==> src/axi_pkg.sv <==
`default_nettype none

package axi_pkg;

  localparam int ID_BITS   = 4;
  localparam int ADDR_BITS = 32;
  localparam int DATA_BITS = 32;
  localparam int STRB_BITS = 4;
  // 1 to 16 beats
  localparam int LEN_BITS  = 4;

  typedef enum logic [1:0] {
    FIXED = 2'b00,
    INCR  = 2'b01,
    WRAP  = 2'b10
  } burst_e;

  typedef enum logic [1:0] {
    OKAY   = 2'b00,
    SLVERR = 2'b10
  } resp_e;

endpackage

`default_nettype wire
==> src/burst_counter.sv <==
`timescale 1ns/1ns
`default_nettype none

module burst_counter #(
  parameter int MEM_WORDS = 1024
) (
  input  logic                         clk,
  input  logic                         rst_n,
  input  logic                         load,
  input  logic                         step,
  input  logic                         fixed,
  input  logic [$clog2(MEM_WORDS)-1:0] start,
  input  logic [axi_pkg::LEN_BITS-1:0] len,
  output logic [$clog2(MEM_WORDS)-1:0] addr,
  output logic                         last
);

  localparam int AW = $clog2(MEM_WORDS);
  localparam logic [AW-1:0] TOP_WORD = AW'(MEM_WORDS - 1);

  // Beats still to come after the current one
  logic [axi_pkg::LEN_BITS-1:0] left;

  assign last = left == '0;

  always_ff @(posedge clk) begin
    if (!rst_n) begin
      addr <= '0;
      left <= '0;
    end else if (load) begin
      addr <= start;
      left <= len;
    end else if (step) begin
      if (!last) left <= left - 1'b1;
      if (!fixed) addr <= (addr == TOP_WORD) ? '0 : addr + 1'b1;
    end
  end

endmodule

`default_nettype wire

==> config.mk <==
export PLATFORM = sky130hd
export DESIGN_NAME = burst_counter
export DESIGN_NICKNAME = d
export VERILOG_FILES = /design/src/axi_pkg.sv /design/src/burst_counter.sv
export SDC_FILE = /design/constraint.sdc
export NUM_CORES = 1
export LEC_CHECK = 0
export BUFFER_PORTS_ARGS = -buffer_cell sky130_fd_sc_hd__buf_2
export CORE_ASPECT_RATIO = 1.4
export CORE_MARGIN = 8
export CORE_UTILIZATION = 40
export CTS_BUF_LIST = sky130_fd_sc_hd__clkbuf_4
export DETAILED_ROUTE_END_ITERATION = 6
export PLACE_DENSITY = 0.66
export SLEW_MARGIN = 20
export SYNTH_ARGS = -nofsm -noshare
export SYNTH_HDL_FRONTEND = slang
export SYNTH_SLANG_ARGS = --single-unit
==> constraint.sdc <==
create_clock -name clk -period 2.75 [get_ports clk]
set_clock_uncertainty 0.2 [all_clocks]
set_input_delay 0.55 -clock clk [delete_from_list [all_inputs] [get_ports clk]]
set_output_delay 0.55 -clock clk [all_outputs]
set_load 0.005 [all_outputs]
==> out/summary.txt <==
Multi-input gate area - 558 um2
async set-or-reset flop fraction in the synthesized netlist - 0%
area share of the largest cell type after synthesis - 32.2%
cell count after synthesis - 109
kind of critical path - flop to primary output
residual antenna-violating net count after detailed routing - 0
fraction of power consumed by the clock network - 26.5%
Die Footprint - 3950 um2
Final #Nets - 161
power per unit of standard cell area - 436 nW/um2
DRC violations left - 0
internal power - 0.319 mW
Net Sw Power - 0.137 mW
leakage power - 0.460 nW
TritonCTS sink count - 14
unrepaired setup endpoints after global routing - no
residual overflow from global routing - 0
detailed placer's ending HPWL - 1.89 mm
Synth area leaders - sky130_fd_sc_hd__dfxtp_1 (32%), sky130_fd_sc_hd__nand2_1 (8.2%), sky130_fd_sc_hd__o21ai_0 (7.5%)
cell at the slowest stage of the critical path - sky130_fd_sc_hd__dfxtp_1
Slowest Stage Delay on Critical Path - 330 ps
IR Drop Worst-Case VDD - 0.202 mV
Clk Latency, worst-skew pair - 280 ps
Die Height - 71.2 um
count leader, synth - sky130_fd_sc_hd__nand2_1
CP cell instances - inv_1, ha_1, nor3b_1, buf_2
area delta synth->final - 20.4%
# resized after CTS - 0
Max H-tree Level - 1
crit path time final - 2150 ps
clock-pin slew on the worst setup and hold paths - 90 ps
number of enable-type register cells in the synthesized netlist - 0
layout cells sized above 1 - 26.8%
biggest area consumer among synthesized cells - sky130_fd_sc_hd__dfxtp_1
Seq/Total Area, Yosys - 32.2%
total routing usage reported by global routing - 11.9%
final WL - 2.40 mm
Yosys reg bits - 14
maximum clock frequency - 464 MHz
count of buffers from port buffering - 29
Vias - 925
min setup slack post-route - 596 ps
flip-flop and latch area - 280 um2
Site Rows - 20
part of the total power dissipated in sequential elements - 52.2%
wire length of the first global-routing pass - 3.98 mm
clock tree from TritonCTS - done
total nets after synthesis - 131
sum of negative setup slack - 0 ps
worst hold-check path type - input pin to flop
instance area after placement - 1020 um2
Top-Level Pins - 30
Hold Violations, Final - 0
buffers from clock root to sink, at most - 2
arrival time at the worst endpoint - 1400 ps
status - completed
post-detailed-route wirelength per cell - 15.0 um
Post-Synthesis Cell Area - 871 um2
number of iterations in the first detailed-routing pass - 4
Initial Utilization - 40.9%
post-route design area - 1050 um2
overall power after layout - 0.457 mW
slew at the pin with the worst max-slew slack - 414 ps
root buf cell - sky130_fd_sc_hd__clkbuf_4
Worst setup SP type - flop
number of clock buffers inserted by TritonCTS - 3
count of final setup violators - 0
Synth cell types - 36
Comb pwr share - 21.3%
routability cong. - 0.817
critical-path maximum fanout - 3
post-route clock period utilization - 78.3%
total count of max-transition violations in the final report - 0
Worst Setup End Kind - primary output
Avg Synthesized Cell Area - 7.99 um2
number of maximum-capacitance constraint violations - 0
initial antenna violation count - 0
normalized max-slew margin - 72.2%
vias in the first global route - 950
Most used DFF post-synth - sky130_fd_sc_hd__dfxtp_1
pin count of the biggest net entering global routing - 18
post-CTS setup-driven buffer insertion count - 0
Antenna diodes - 0
switching share of power - 30.1%
filler cell count in the final layout - 222
width of the chip - 55.4 um
routed via count divided by cell count - 5.78
pre-CTS worst setup slack - 697 ps
DRT iter0 DRCs - 22
hold bufs inserted after CTS - 0
number of warnings printed during yosys synthesis - 0
cell types with the highest counts after synthesis - sky130_fd_sc_hd__nand2_1 (19), sky130_fd_sc_hd__dfxtp_1 (14), sky130_fd_sc_hd__o21ai_0 (13)
standard cell core area - 2130 um2
critical path data required time - 2000 ps
share of the core filled with cells - 49.3%
-- cells by family after synthesis --
logic type                 Yosys count  share of synthesized area (%)
and+or+nand+nor                     45                           27.3
DFF                                 14                           32.2
muxes                                1                           1.29
adders and majority gates            3                           4.31
xor gates and xnor gates             5                           5.03
buffers and inverters                7                           3.73
AOI/OAI and AO/OA                   34                           26.1
-- flip-flops by register name, indices dropped and copies added, names as in the netlist --
name / flops
left: 4
addr: 10
-- power groups by stage --
stage	Combinational, mW	Clock, mW	Sequential [mW]
2_1_floorplan	0.0604	0	0.239
3_3_place_gp	0.0954	0	0.243
3_5_place_dp	0.0983	0	0.243
4_1_cts	0.0985	0.124	0.238
5_1_grt	0.110	0.130	0.241
6_report	0.0975	0.121	0.238
-- placed cells by master, fill, tap and decap left out, types with 4 or more instances in the layout --
cell type                 synthesis  routed
sky130_fd_sc_hd__nor3_1           5       5
sky130_fd_sc_hd__buf_2            1      29
sky130_fd_sc_hd__nand2_1         19      19
sky130_fd_sc_hd__dfxtp_1         14      14
sky130_fd_sc_hd__o21ai_0         13      13
sky130_fd_sc_hd__o21a_1           4       4
sky130_fd_sc_hd__nand3_1          5       5
sky130_fd_sc_hd__a21oi_1          4       4
-- worst max-delay path, delay by kind of cell (launching register included) --
kind,cells,cell delay [ps]
buffers and inverters,2,300
and+or+nand+nor,1,330
adders and majority gates,1,170
DFF,1,330
-- routing by layer --
layer	up-vias	GRT usage [%]	part of all wire (%)
met5	-	0	0
li1	454	-	-
met2	22	22.0	52
met4	0	5.77	1.8
met3	6	3.71	5.7
met1	443	11.4	40
-- final cells by class --
class / count / share of cell area [%]
multi-input combinational: 88 / 53.2
sequential: 14 / 26.7
timing repair buffer: 29 / 13.8
tap: 22 / 2.63
clock buffer: 3 / 2.15
inverter: 3 / 1.07
clock inverter: 1 / 0.358
-- path summary, 6_finish.rpt --
path | start | end | slack (ps) | cells after the start
hold / removal | len[2] | left[2] | 290 | 2
setup reg to reg | left[0] | left[1] | 830 | 6
setup / recovery | left[0] | last | 600 | 4
hold reg to reg | addr[9] | addr[9] | 340 | 2
-- metrics by stage --
stage	std cells	hold slack (ps)
3_5_place_dp	156	325
2_1_floorplan	109	296
3_3_place_gp	156	319
6_report	160	286
4_1_cts	160	284
5_1_grt	160	297
Note: power is estimated with default switching activity, not from simulation.
