[src/mem_pkg.sv]
`default_nettype none

package mem_pkg;

  // Set selects DM, clear selects IM
  localparam int SEL_BIT = 16;

  typedef enum logic [2:0] {
    IDLE       = 3'd0,
    READ_WAIT  = 3'd1,
    READ_BEAT  = 3'd2,
    WRITE_BEAT = 3'd3,
    WRITE_RESP = 3'd4
  } state_e;

endpackage

`default_nettype wire

[src/axi_pkg.sv]
`default_nettype none

package axi_pkg;

  localparam int ID_BITS   = 4;
  localparam int ADDR_BITS = 32;
  localparam int DATA_BITS = 32;
  localparam int STRB_BITS = 4;
  // 1 to 16 beats
  localparam int LEN_BITS  = 4;

  typedef enum logic [1:0] {
    FIXED = 2'b00,
    INCR  = 2'b01,
    WRAP  = 2'b10
  } burst_e;

  typedef enum logic [1:0] {
    OKAY   = 2'b00,
    SLVERR = 2'b10
  } resp_e;

endpackage

`default_nettype wire
[src/axi_if.sv]
`timescale 1ns/1ns
`default_nettype none

interface axi_if;

  logic [axi_pkg::ID_BITS-1:0]   awid;
  logic [axi_pkg::ADDR_BITS-1:0] awaddr;
  logic [axi_pkg::LEN_BITS-1:0]  awlen;
  axi_pkg::burst_e               awburst;
  logic                          awvalid;
  logic                          awready;

  logic [axi_pkg::DATA_BITS-1:0] wdata;
  logic [axi_pkg::STRB_BITS-1:0] wstrb;
  logic                          wlast;
  logic                          wvalid;
  logic                          wready;

  logic [axi_pkg::ID_BITS-1:0]   bid;
  axi_pkg::resp_e                bresp;
  logic                          bvalid;
  logic                          bready;

  logic [axi_pkg::ID_BITS-1:0]   arid;
  logic [axi_pkg::ADDR_BITS-1:0] araddr;
  logic [axi_pkg::LEN_BITS-1:0]  arlen;
  axi_pkg::burst_e               arburst;
  logic                          arvalid;
  logic                          arready;

  logic [axi_pkg::ID_BITS-1:0]   rid;
  logic [axi_pkg::DATA_BITS-1:0] rdata;
  axi_pkg::resp_e                rresp;
  logic                          rlast;
  logic                          rvalid;
  logic                          rready;

  modport master (
    output awid, awaddr, awlen, awburst, awvalid, input awready,
    output wdata, wstrb, wlast, wvalid, input wready,
    input bid, bresp, bvalid, output bready,
    output arid, araddr, arlen, arburst, arvalid, input arready,
    input rid, rdata, rresp, rlast, rvalid, output rready
  );

  modport slave (
    input awid, awaddr, awlen, awburst, awvalid, output awready,
    input wdata, wstrb, wlast, wvalid, output wready,
    output bid, bresp, bvalid, input bready,
    input arid, araddr, arlen, arburst, arvalid, output arready,
    output rid, rdata, rresp, rlast, rvalid, input rready
  );

endinterface

`default_nettype wire

[src/axi_router.sv]
`timescale 1ns/1ns
`default_nettype none

module axi_router (
  input  logic  clk,
  input  logic  rst_n,
  axi_if.slave  mst,
  axi_if.master im,
  axi_if.master dm
);

  logic ar_sel;
  logic aw_sel;
  logic rd_busy;
  logic rd_dm;
  logic wr_busy;
  logic wr_dm;

  assign ar_sel = mst.araddr[mem_pkg::SEL_BIT];
  assign aw_sel = mst.awaddr[mem_pkg::SEL_BIT];

  // Write address goes to both, valid only to the selected slave
  assign im.awid    = mst.awid;
  assign im.awaddr  = mst.awaddr;
  assign im.awlen   = mst.awlen;
  assign im.awburst = mst.awburst;
  assign dm.awid    = mst.awid;
  assign dm.awaddr  = mst.awaddr;
  assign dm.awlen   = mst.awlen;
  assign dm.awburst = mst.awburst;
  assign im.awvalid = mst.awvalid && !wr_busy && !aw_sel;
  assign dm.awvalid = mst.awvalid && !wr_busy && aw_sel;
  assign mst.awready = !wr_busy && (aw_sel ? dm.awready : im.awready);

  // Write data follows the recorded write owner
  assign im.wdata  = mst.wdata;
  assign im.wstrb  = mst.wstrb;
  assign im.wlast  = mst.wlast;
  assign dm.wdata  = mst.wdata;
  assign dm.wstrb  = mst.wstrb;
  assign dm.wlast  = mst.wlast;
  assign im.wvalid = mst.wvalid && wr_busy && !wr_dm;
  assign dm.wvalid = mst.wvalid && wr_busy && wr_dm;
  assign mst.wready = wr_busy && (wr_dm ? dm.wready : im.wready);

  assign mst.bid    = wr_dm ? dm.bid : im.bid;
  assign mst.bresp  = wr_dm ? dm.bresp : im.bresp;
  assign mst.bvalid = wr_busy && (wr_dm ? dm.bvalid : im.bvalid);
  assign im.bready  = mst.bready && wr_busy && !wr_dm;
  assign dm.bready  = mst.bready && wr_busy && wr_dm;

  assign im.arid    = mst.arid;
  assign im.araddr  = mst.araddr;
  assign im.arlen   = mst.arlen;
  assign im.arburst = mst.arburst;
  assign dm.arid    = mst.arid;
  assign dm.araddr  = mst.araddr;
  assign dm.arlen   = mst.arlen;
  assign dm.arburst = mst.arburst;
  assign im.arvalid = mst.arvalid && !rd_busy && !ar_sel;
  assign dm.arvalid = mst.arvalid && !rd_busy && ar_sel;
  assign mst.arready = !rd_busy && (ar_sel ? dm.arready : im.arready);

  // Read data back from the recorded read owner
  assign mst.rid    = rd_dm ? dm.rid : im.rid;
  assign mst.rdata  = rd_dm ? dm.rdata : im.rdata;
  assign mst.rresp  = rd_dm ? dm.rresp : im.rresp;
  assign mst.rlast  = rd_busy && (rd_dm ? dm.rlast : im.rlast);
  assign mst.rvalid = rd_busy && (rd_dm ? dm.rvalid : im.rvalid);
  assign im.rready  = mst.rready && rd_busy && !rd_dm;
  assign dm.rready  = mst.rready && rd_busy && rd_dm;

  always_ff @(posedge clk) begin
    if (!rst_n) begin
      rd_busy <= 1'b0;
      rd_dm   <= 1'b0;
      wr_busy <= 1'b0;
      wr_dm   <= 1'b0;
    end else begin
      if (mst.arvalid && mst.arready) begin
        rd_busy <= 1'b1;
        rd_dm   <= ar_sel;
      end else if (mst.rvalid && mst.rready && mst.rlast) begin
        rd_busy <= 1'b0;
      end
      if (mst.awvalid && mst.awready) begin
        wr_busy <= 1'b1;
        wr_dm   <= aw_sel;
      end else if (mst.bvalid && mst.bready) begin
        wr_busy <= 1'b0;
      end
    end
  end

endmodule

`default_nettype wire

[src/flat_wrapper.sv]
// flat-port wrapper written by rule: the top's interface ports become plain ports
module axi_router_flat 
  (clk, rst_n, mst_awid, mst_awaddr, mst_awlen, mst_awburst, mst_awvalid, mst_awready, mst_wdata, mst_wstrb, mst_wlast, mst_wvalid, mst_wready, mst_bid, mst_bresp, mst_bvalid, mst_bready, mst_arid, mst_araddr, mst_arlen, mst_arburst, mst_arvalid, mst_arready, mst_rid, mst_rdata, mst_rresp, mst_rlast, mst_rvalid, mst_rready, im_awid, im_awaddr, im_awlen, im_awburst, im_awvalid, im_awready, im_wdata, im_wstrb, im_wlast, im_wvalid, im_wready, im_bid, im_bresp, im_bvalid, im_bready, im_arid, im_araddr, im_arlen, im_arburst, im_arvalid, im_arready, im_rid, im_rdata, im_rresp, im_rlast, im_rvalid, im_rready, dm_awid, dm_awaddr, dm_awlen, dm_awburst, dm_awvalid, dm_awready, dm_wdata, dm_wstrb, dm_wlast, dm_wvalid, dm_wready, dm_bid, dm_bresp, dm_bvalid, dm_bready, dm_arid, dm_araddr, dm_arlen, dm_arburst, dm_arvalid, dm_arready, dm_rid, dm_rdata, dm_rresp, dm_rlast, dm_rvalid, dm_rready);
  axi_if mst_i ();
  axi_if im_i ();
  axi_if dm_i ();
  input  logic clk;
  input  logic rst_n;
  input wire logic [$bits(mst_i.awid)-1:0] mst_awid;
  input wire logic [$bits(mst_i.awaddr)-1:0] mst_awaddr;
  input wire logic [$bits(mst_i.awlen)-1:0] mst_awlen;
  input wire logic [$bits(mst_i.awburst)-1:0] mst_awburst;
  input wire logic [$bits(mst_i.awvalid)-1:0] mst_awvalid;
  output wire logic [$bits(mst_i.awready)-1:0] mst_awready;
  input wire logic [$bits(mst_i.wdata)-1:0] mst_wdata;
  input wire logic [$bits(mst_i.wstrb)-1:0] mst_wstrb;
  input wire logic [$bits(mst_i.wlast)-1:0] mst_wlast;
  input wire logic [$bits(mst_i.wvalid)-1:0] mst_wvalid;
  output wire logic [$bits(mst_i.wready)-1:0] mst_wready;
  output wire logic [$bits(mst_i.bid)-1:0] mst_bid;
  output wire logic [$bits(mst_i.bresp)-1:0] mst_bresp;
  output wire logic [$bits(mst_i.bvalid)-1:0] mst_bvalid;
  input wire logic [$bits(mst_i.bready)-1:0] mst_bready;
  input wire logic [$bits(mst_i.arid)-1:0] mst_arid;
  input wire logic [$bits(mst_i.araddr)-1:0] mst_araddr;
  input wire logic [$bits(mst_i.arlen)-1:0] mst_arlen;
  input wire logic [$bits(mst_i.arburst)-1:0] mst_arburst;
  input wire logic [$bits(mst_i.arvalid)-1:0] mst_arvalid;
  output wire logic [$bits(mst_i.arready)-1:0] mst_arready;
  output wire logic [$bits(mst_i.rid)-1:0] mst_rid;
  output wire logic [$bits(mst_i.rdata)-1:0] mst_rdata;
  output wire logic [$bits(mst_i.rresp)-1:0] mst_rresp;
  output wire logic [$bits(mst_i.rlast)-1:0] mst_rlast;
  output wire logic [$bits(mst_i.rvalid)-1:0] mst_rvalid;
  input wire logic [$bits(mst_i.rready)-1:0] mst_rready;
  output wire logic [$bits(im_i.awid)-1:0] im_awid;
  output wire logic [$bits(im_i.awaddr)-1:0] im_awaddr;
  output wire logic [$bits(im_i.awlen)-1:0] im_awlen;
  output wire logic [$bits(im_i.awburst)-1:0] im_awburst;
  output wire logic [$bits(im_i.awvalid)-1:0] im_awvalid;
  input wire logic [$bits(im_i.awready)-1:0] im_awready;
  output wire logic [$bits(im_i.wdata)-1:0] im_wdata;
  output wire logic [$bits(im_i.wstrb)-1:0] im_wstrb;
  output wire logic [$bits(im_i.wlast)-1:0] im_wlast;
  output wire logic [$bits(im_i.wvalid)-1:0] im_wvalid;
  input wire logic [$bits(im_i.wready)-1:0] im_wready;
  input wire logic [$bits(im_i.bid)-1:0] im_bid;
  input wire logic [$bits(im_i.bresp)-1:0] im_bresp;
  input wire logic [$bits(im_i.bvalid)-1:0] im_bvalid;
  output wire logic [$bits(im_i.bready)-1:0] im_bready;
  output wire logic [$bits(im_i.arid)-1:0] im_arid;
  output wire logic [$bits(im_i.araddr)-1:0] im_araddr;
  output wire logic [$bits(im_i.arlen)-1:0] im_arlen;
  output wire logic [$bits(im_i.arburst)-1:0] im_arburst;
  output wire logic [$bits(im_i.arvalid)-1:0] im_arvalid;
  input wire logic [$bits(im_i.arready)-1:0] im_arready;
  input wire logic [$bits(im_i.rid)-1:0] im_rid;
  input wire logic [$bits(im_i.rdata)-1:0] im_rdata;
  input wire logic [$bits(im_i.rresp)-1:0] im_rresp;
  input wire logic [$bits(im_i.rlast)-1:0] im_rlast;
  input wire logic [$bits(im_i.rvalid)-1:0] im_rvalid;
  output wire logic [$bits(im_i.rready)-1:0] im_rready;
  output wire logic [$bits(dm_i.awid)-1:0] dm_awid;
  output wire logic [$bits(dm_i.awaddr)-1:0] dm_awaddr;
  output wire logic [$bits(dm_i.awlen)-1:0] dm_awlen;
  output wire logic [$bits(dm_i.awburst)-1:0] dm_awburst;
  output wire logic [$bits(dm_i.awvalid)-1:0] dm_awvalid;
  input wire logic [$bits(dm_i.awready)-1:0] dm_awready;
  output wire logic [$bits(dm_i.wdata)-1:0] dm_wdata;
  output wire logic [$bits(dm_i.wstrb)-1:0] dm_wstrb;
  output wire logic [$bits(dm_i.wlast)-1:0] dm_wlast;
  output wire logic [$bits(dm_i.wvalid)-1:0] dm_wvalid;
  input wire logic [$bits(dm_i.wready)-1:0] dm_wready;
  input wire logic [$bits(dm_i.bid)-1:0] dm_bid;
  input wire logic [$bits(dm_i.bresp)-1:0] dm_bresp;
  input wire logic [$bits(dm_i.bvalid)-1:0] dm_bvalid;
  output wire logic [$bits(dm_i.bready)-1:0] dm_bready;
  output wire logic [$bits(dm_i.arid)-1:0] dm_arid;
  output wire logic [$bits(dm_i.araddr)-1:0] dm_araddr;
  output wire logic [$bits(dm_i.arlen)-1:0] dm_arlen;
  output wire logic [$bits(dm_i.arburst)-1:0] dm_arburst;
  output wire logic [$bits(dm_i.arvalid)-1:0] dm_arvalid;
  input wire logic [$bits(dm_i.arready)-1:0] dm_arready;
  input wire logic [$bits(dm_i.rid)-1:0] dm_rid;
  input wire logic [$bits(dm_i.rdata)-1:0] dm_rdata;
  input wire logic [$bits(dm_i.rresp)-1:0] dm_rresp;
  input wire logic [$bits(dm_i.rlast)-1:0] dm_rlast;
  input wire logic [$bits(dm_i.rvalid)-1:0] dm_rvalid;
  output wire logic [$bits(dm_i.rready)-1:0] dm_rready;
  assign mst_i.awid = mst_awid;
  assign mst_i.awaddr = mst_awaddr;
  assign mst_i.awlen = mst_awlen;
  assign mst_i.awburst = mst_awburst;
  assign mst_i.awvalid = mst_awvalid;
  assign mst_awready = mst_i.awready;
  assign mst_i.wdata = mst_wdata;
  assign mst_i.wstrb = mst_wstrb;
  assign mst_i.wlast = mst_wlast;
  assign mst_i.wvalid = mst_wvalid;
  assign mst_wready = mst_i.wready;
  assign mst_bid = mst_i.bid;
  assign mst_bresp = mst_i.bresp;
  assign mst_bvalid = mst_i.bvalid;
  assign mst_i.bready = mst_bready;
  assign mst_i.arid = mst_arid;
  assign mst_i.araddr = mst_araddr;
  assign mst_i.arlen = mst_arlen;
  assign mst_i.arburst = mst_arburst;
  assign mst_i.arvalid = mst_arvalid;
  assign mst_arready = mst_i.arready;
  assign mst_rid = mst_i.rid;
  assign mst_rdata = mst_i.rdata;
  assign mst_rresp = mst_i.rresp;
  assign mst_rlast = mst_i.rlast;
  assign mst_rvalid = mst_i.rvalid;
  assign mst_i.rready = mst_rready;
  assign im_awid = im_i.awid;
  assign im_awaddr = im_i.awaddr;
  assign im_awlen = im_i.awlen;
  assign im_awburst = im_i.awburst;
  assign im_awvalid = im_i.awvalid;
  assign im_i.awready = im_awready;
  assign im_wdata = im_i.wdata;
  assign im_wstrb = im_i.wstrb;
  assign im_wlast = im_i.wlast;
  assign im_wvalid = im_i.wvalid;
  assign im_i.wready = im_wready;
  assign im_i.bid = im_bid;
  assign im_i.bresp = im_bresp;
  assign im_i.bvalid = im_bvalid;
  assign im_bready = im_i.bready;
  assign im_arid = im_i.arid;
  assign im_araddr = im_i.araddr;
  assign im_arlen = im_i.arlen;
  assign im_arburst = im_i.arburst;
  assign im_arvalid = im_i.arvalid;
  assign im_i.arready = im_arready;
  assign im_i.rid = im_rid;
  assign im_i.rdata = im_rdata;
  assign im_i.rresp = im_rresp;
  assign im_i.rlast = im_rlast;
  assign im_i.rvalid = im_rvalid;
  assign im_rready = im_i.rready;
  assign dm_awid = dm_i.awid;
  assign dm_awaddr = dm_i.awaddr;
  assign dm_awlen = dm_i.awlen;
  assign dm_awburst = dm_i.awburst;
  assign dm_awvalid = dm_i.awvalid;
  assign dm_i.awready = dm_awready;
  assign dm_wdata = dm_i.wdata;
  assign dm_wstrb = dm_i.wstrb;
  assign dm_wlast = dm_i.wlast;
  assign dm_wvalid = dm_i.wvalid;
  assign dm_i.wready = dm_wready;
  assign dm_i.bid = dm_bid;
  assign dm_i.bresp = dm_bresp;
  assign dm_i.bvalid = dm_bvalid;
  assign dm_bready = dm_i.bready;
  assign dm_arid = dm_i.arid;
  assign dm_araddr = dm_i.araddr;
  assign dm_arlen = dm_i.arlen;
  assign dm_arburst = dm_i.arburst;
  assign dm_arvalid = dm_i.arvalid;
  assign dm_i.arready = dm_arready;
  assign dm_i.rid = dm_rid;
  assign dm_i.rdata = dm_rdata;
  assign dm_i.rresp = dm_rresp;
  assign dm_i.rlast = dm_rlast;
  assign dm_i.rvalid = dm_rvalid;
  assign dm_rready = dm_i.rready;
  axi_router u_core (.clk(clk), .rst_n(rst_n), .mst(mst_i), .im(im_i), .dm(dm_i));
endmodule
[config.mk]
export PLATFORM = sky130hd
export DESIGN_NAME = axi_router_flat
export DESIGN_NICKNAME = d
export VERILOG_FILES = /design/src/mem_pkg.sv /design/src/axi_pkg.sv /design/src/axi_if.sv /design/src/axi_router.sv /design/src/flat_wrapper.sv
export SDC_FILE = /design/constraint.sdc
export NUM_CORES = 1
export LEC_CHECK = 0
export BUFFER_PORTS_ARGS = -buffer_cell sky130_fd_sc_hd__buf_2
export CORE_AREA = 5 5 201 203
export DETAILED_ROUTE_END_ITERATION = 10
export DIE_AREA = 0 0 206 208
export HOLD_SLACK_MARGIN = 0.08
export MAX_ROUTING_LAYER = met4
export RECOVER_POWER = 25
export SKIP_LAST_GASP = 1
export SLEW_MARGIN = 5
export SYNTH_ARGS = -nofsm -noshare
export SYNTH_HDL_FRONTEND = slang
export SYNTH_SLANG_ARGS = --single-unit
[constraint.sdc]
create_clock -name clk -period 1.9 [get_ports clk]
set_input_delay 0.095 -clock clk [delete_from_list [all_inputs] [get_ports clk]]
set_output_delay 0.095 -clock clk [all_outputs]
set_load 0.05 [all_outputs]
==> results of run 1 <==
through the flow:
stage	setup slack (ps)	std cells	instance area (um^2)	util, %	hold slack (ps)
6_report	174	792	2640	6.90	97.8
5_1_grt	108	792	2640	6.90	108
4_1_cts	146	791	2640	6.89	93.2
3_5_place_dp	389	788	2560	6.69	190
3_3_place_gp	413	788	2560	6.69	190
2_1_floorplan	522	340	2910	-	208
registers in the layout (all words and copies together) (netlist names):
register	cells
u_core.rd_dm	1
u_core.rd_busy	1
u_core.wr_dm	1
u_core.wr_busy	1
cell type report:
class / instances / area, um^2
well taps: 518 / 648
inverters: 1 / 3.75
repair buffers: 179 / 926
multi-input cells: 86 / 903
fillers: 4520 / 35600
flip-flops and latches: 4 / 81.3
diodes: 1 / 2.50
clock buffers: 3 / 75.1
synthesized netlist by cell type:
cell type    n  area share, %
buf_4      242             62
buf_6        3            1.2
buf_8        1           0.52
a21oi_2      1           0.30
and2b_1      1           0.26
mux2i_1      4            1.4
a311oi_1     1           0.30
nor2b_1      6            1.3
nor2b_4      1           0.47
nor2_1       5           0.64
o21ai_0      2           0.34
a21oi_1      3           0.52
and2_1       3           0.64
and3_1       3           0.64
mux2_4      35             18
inv_1        1           0.13
mux2_2      10            3.9
buf_12       3            2.1
nand4_1      2           0.43
dfxtp_1      4            2.7
a211oi_2     1           0.43
nand2_1      4           0.52
nor2b_2      1           0.30
nand4b_1     1           0.30
o21ai_1      2           0.34
critical path, stage by stage, from the launching register on:
cell     delay [ps]
dfxtp_2         610
buf_12          240
mux2_4          320
buf_2           210
placed cells by master, fill, tap and decap left out, drive strengths merged:
cell type	netlist	routed
mux2i	4	4
nand4b	1	1
inv	1	1
dfxtp	4	4
diode	0	1
a211oi	1	1
nor2b	8	8
nand2	4	4
and2b	1	1
nand4	2	2
a21oi	4	4
mux2	45	45
o21ai	4	4
and2	3	3
nor2	5	5
and3	3	3
a311oi	1	1
buf	249	179
clkbuf	0	3
per-layer routing:
layer / up-vias / global-route usage [%]
li1: 712 / -
met1: 769 / 6.16
met2: 260 / 4.28
met3: 47 / 2.74
met4: 0 / 2.07
met5: - / -
power groups by stage:
stage          Combinational, uW  Sequential [uW]  Clock, uW
2_1_floorplan               1870             97.0          0
3_3_place_gp                 726              111          0
3_5_place_dp                 732              111          0
4_1_cts                      734              110        333
5_1_grt                      762              111        338
6_report                     731              109        325
how the worst max path moves through the flow:
| stage | end | slack (ps) | start | depth (start not counted) |
|---|---|---|---|---|
| floorplan | im_arvalid | 520 | u_core.rd_busy | 2 |
| global placement | mst_rdata[13] | 410 | u_core.rd_dm | 3 |
| detailed placement | mst_rdata[12] | 390 | u_core.rd_dm | 3 |
| CTS | mst_rdata[12] | 150 | u_core.rd_dm | 3 |
| global route | mst_bvalid | 110 | u_core.wr_dm | 3 |
| finish | mst_rdata[14] | 170 | u_core.rd_dm | 3 |
logic make-up after synthesis:
logic type	Yosys count
AND/OR/NAND/NOR	27
buffers and inverters	250
AO/OA/AOI/OAI	10
flip-flops	4
multiplexers	49
==> metrics, run 1 <==
total via count after detailed routing=roughly 1,800; WL met2=between 3000 and 4000 um; maximum clock rate=a little under 600 MHz; number of DRC markers in iteration 0=38; unrepaired setup endpoints after global routing=false; mapped cell area=2910 um^2; slew at the pin closest to its max-slew limit=~590 ps; CP max FO=17; insertion delay to the later sink of the worst-skew pair=approximately 220 ps; number of unique standard cell types used by synthesis=25; WHS Path Cells=2; dominant combinational cell family by area after synthesis=buffers and inverters; synthesized area per cell=approximately 8.6 um^2; Total Power Consumption=between 1000 and 1500 uW; synthesized-area fraction occupied by and/or/nand/nor cells=between 5 and 6%; routed vias/inst=~2.3; routed wire length=a little over 10,000 um; Worst Path Class, Setup=flop to output port; Net Switching=550 uW; mux share of post-synthesis cell area=23.3%; Required @ worst endpoint=1800 ps; part of the power in registers=approximately a tenth; total power per unit cell area=~440 nW/um^2; run status=finished clean; Resized cells post-CTS=0; Max Buffers Root-to-Sink=2; top-level I/O count=530; Overflow after GRT=0; hold-fix buffers at CTS=0; Core Region=38,300 um^2; initial core utilization=around 7.6%; routed length per instance=12.7 um; vias in the first global route=~2,000; net count of the finished layout=503; endpoint class of the critical path=output port; adder and majority gate portion of the synthesized area=0%; sequential area share after synthesis=2.75%; post-detailed-route DRC marker count=0; first-pass GRT wire length=13,400 um; fraction of power consumed by combinational cells=a little over three fifths; fraction of power spent switching nets=between 40% and 50%; launch instance of the worst register-to-register path=u_core.wr_dm; Pre-Repair DR Iteration Count=3; largest net degree at the start of global routing=18; master cell of the clock root buffer=clkbuf_16; start point of the worst hold path=im_awready; die outline height=around 210 um; fraction of layout instances using a drive strength above 1=between 80 and 90%; peak ir drop on the vdd network=approximately 160 uV; total of warnings raised by yosys=0; leakage dissipation=about 0.0012 uW; area enclosed by the die boundary=between 40,000 and 50,000 um^2; endpoint of the most critical register-to-register path=u_core.wr_busy; Port Buffer Count=172; number of antenna violations at the first check in global routing=1; gate count of the mapped netlist=340; Syn Nets=about 570; Yosys reg bits=4; final HPWL from detailed placement=roughly 9200 um; XOR/XNOR Fraction of Synth Area=0%; Slew Limit Headroom=between 60 and 70%; CTS clock-pin slew for the worst setup and hold paths=roughly 30 ps; area fraction in compound gates after synthesis=approximately 2.2%; Setup Buffers After CTS=0; internal power component=roughly 620 uW; CTS Buf Count=3; path depth of the worst reg2reg path=3; Placement Rows=72; number of levels in the clock H-tree=1; number of routed nets with antenna violations=0; end point of the worst hold path=u_core.wr_dm; time the worst path needs with I/O delays and setup=1730 ps; total negative slack for setup checks=0 ps; Top Layer Used=met4; Final Slew Violations=0; metal3 WL=between 1500 and 2000 um; maxcap violations=0; final number of hold-violating endpoints=0; skew final=about 0.06 ps; worst setup slack for register-to-register paths=540 ps; startpoint type of the worst setup path=flop; Syn-to-layout area delta=-9.36%; final weighted congestion in routability-driven placement=0.819; clock tree from TritonCTS=yes; type of the most critical hold path=primary input to flop; Global Route Usage Sum=between 4 and 5%; ratio of final minimum period to clock period=90.8%; met1 WL=between 4000 and 5000 um; data arrival time of the critical path=about 1600 ps; clock share of power=27.9%; number of sinks handled by clock tree synthesis=4; final setup fails=0; floorplan die width=~200 um
Note: power is estimated with default switching activity, not from simulation.
==> run 2, diff against run 1 <==
- BUFFER_PORTS_ARGS: -buffer_cell sky130_fd_sc_hd__buf_2 -> unset
- CORE_AREA: 5 5 201 203 -> 5 5 202 204
- DIE_AREA: 0 0 206 208 -> 0 0 207 209
- DONT_BUFFER_PORTS: unset -> 1
==> run 2 against run 1 <==
Utilization decreased by 2.1 points. Largest power group unchanged. Cell area decreased by 30%. Register-to-register slack got worse by 300 ps.
==> metrics, run 2 (synthesis gave the netlist of run 1 again) <==
Slew Limit Headroom=63.8% (+3.3 points); Overflow after GRT=0 (unchanged); maxcap violations=0 (unchanged); routed vias/inst=1.83 (-19%); crit-path cells=o21ai_0 -> a311oi_1 -> dlygate4sd3_1; total via count after detailed routing=1,160 (-35%); most frequent cells in the layout=mux2_4, mux2_2, buf_4; largest stage delay on the critical path=650 ps (+40 ps); Placement Rows=73 (+1.4%); Pre-Repair DR Iteration Count=4 (+1); initial core utilization=7.45% (-0.16 points); final setup fails=0 (unchanged); post-detailed-route DRC marker count=0 (unchanged); number of antenna violations at the first check in global routing=0 (-1); Total Power Consumption=975 uW (-16%); number of sinks handled by clock tree synthesis=4 (unchanged); number of routed nets with antenna violations=0 (unchanged); CTS Buf Count=3 (unchanged); final weighted congestion in routability-driven placement=0.702 (-14%); Resized cells post-CTS=0 (unchanged); die outline height=209 um (+0.48%); total power per unit cell area=525 nW/um^2 (+19%); final number of hold-violating endpoints=0 (unchanged); maximum clock rate=601 MHz (+3.7%); fraction of layout instances using a drive strength above 1=57.8% (-27 points); skew final=0.109 ps (+0.0486 ps); type of the most critical hold path=primary input to flop; number of levels in the clock H-tree=1 (unchanged); routed wire length=7950 um (-21%); net count of the finished layout=339 (-33%); Global Route Usage Sum=3.25% (-1.0 points); vias in the first global route=1,382 (-31%); Required @ worst endpoint=2070 ps (+270 ps); top-level I/O count=530 (unchanged); slew at the pin closest to its max-slew limit=543 ps (-50.0 ps); final HPWL from detailed placement=6970 um (-24%); Max Buffers Root-to-Sink=2 (unchanged); CP max FO=14 (-3); leakage dissipation=0.000532 uW (-55%); area enclosed by the die boundary=43,300 um^2 (+0.97%); Port Buffer Count=0 (-100%); unrepaired setup endpoints after global routing=false; Final Slew Violations=0 (unchanged); floorplan die width=207 um (+0.49%); total negative slack for setup checks=0 ps (unchanged); first-pass GRT wire length=10,300 um (-23%); Syn-to-layout area delta=-36.2%; data arrival time of the critical path=1830 ps (+200 ps); time the worst path needs with I/O delays and setup=1660 ps (-61.2 ps); number of DRC markers in iteration 0=52 (+37%); ratio of final minimum period to clock period=87.6% (-3.2 points); most common library cell in the layout ignoring fill and taps=mux2_4; antenna diode count=0 (-1); Setup Buffers After CTS=0 (unchanged); Filler cells=4,699 (+4.0%); run status=finished clean; largest net degree at the start of global routing=38 (+20); CTS clock-pin slew for the worst setup and hold paths=40 ps (about the same); Core Region=39,100 um^2 (+2.1%); crit path max-delay cell type=dfxtp_1; Worst Path Class, Setup=flop to flop; routed length per instance=12.5 um (-1.6%); insertion delay to the later sink of the worst-skew pair=230 ps (about the same); startpoint type of the worst setup path=flop; clock tree from TritonCTS=yes; endpoint class of the critical path=flop; peak ir drop on the vdd network=173 uV (+5.4%); master cell of the clock root buffer=clkbuf_16
==> run 2: worst paths after layout <==
path / cells past startpoint / start / slack, ps / endpoint
setup / recovery: 3 / u_core.wr_dm / 240 / u_core.wr_dm
hold / removal: 2 / mst_araddr[16] / 80 / u_core.rd_dm
hold reg to reg: 2 / u_core.rd_busy / 570 / u_core.rd_busy
setup reg to reg: 3 / u_core.wr_dm / 240 / u_core.wr_dm
==> run 2: power by group <==
part	switching, uW	total [uW]	internal [uW]	leakage (uW)
registers	14.8	105	90.0	0.0000333
logic	383	531	148	0.000462
clock network	68.9	339	270	0.0000370
total	467	975	508	0.000532
==> run 2: area by class of cell <==
cell class	instances	area, um^2	area share (%)
clock buffer	3	75.1	4.04
timing repair buffer	15	138	7.41
inverter	1	3.75	0.202
sequential	4	81.3	4.38
multi-input combinational	86	903	48.6
tap	525	657	35.4
==> run 2: metal layers <==
layer / up-vias / share of wire, % / GRT usage (%)
met1: 509 / 39 / 3.85
met5: - / 0 / -
met4: 0 / 5.5 / 2.28
met3: 44 / 22 / 3.32
li1: 380 / - / -
met2: 227 / 33 / 2.93
==> run 2: per-stage QoR <==
step	std cells	utilization, %	area, um^2	worst slack (ps)	hold slack (ps)
global placement	626	4.43	1730	518	190
CTS	634	4.75	1860	245	82.9
detailed placement	626	4.43	1730	497	190
floorplan	340	-	2910	522	208
global route	634	4.75	1860	119	91.8
finish	634	4.75	1860	235	84.7
==> run 2: critical path: cells and delay by family (launching register included) <==
family / cells / cell delay (ps)
AOI/OAI and AO/OA: 2 / 390
DFF: 1 / 650
buffers and inverters: 1 / 570
==> run 2: what timing repair did <==
action	in CTS	in global routing
endpoints found under the hold margin	4	0
endpoints found under the setup margin	0	0
hold buffers	5	0
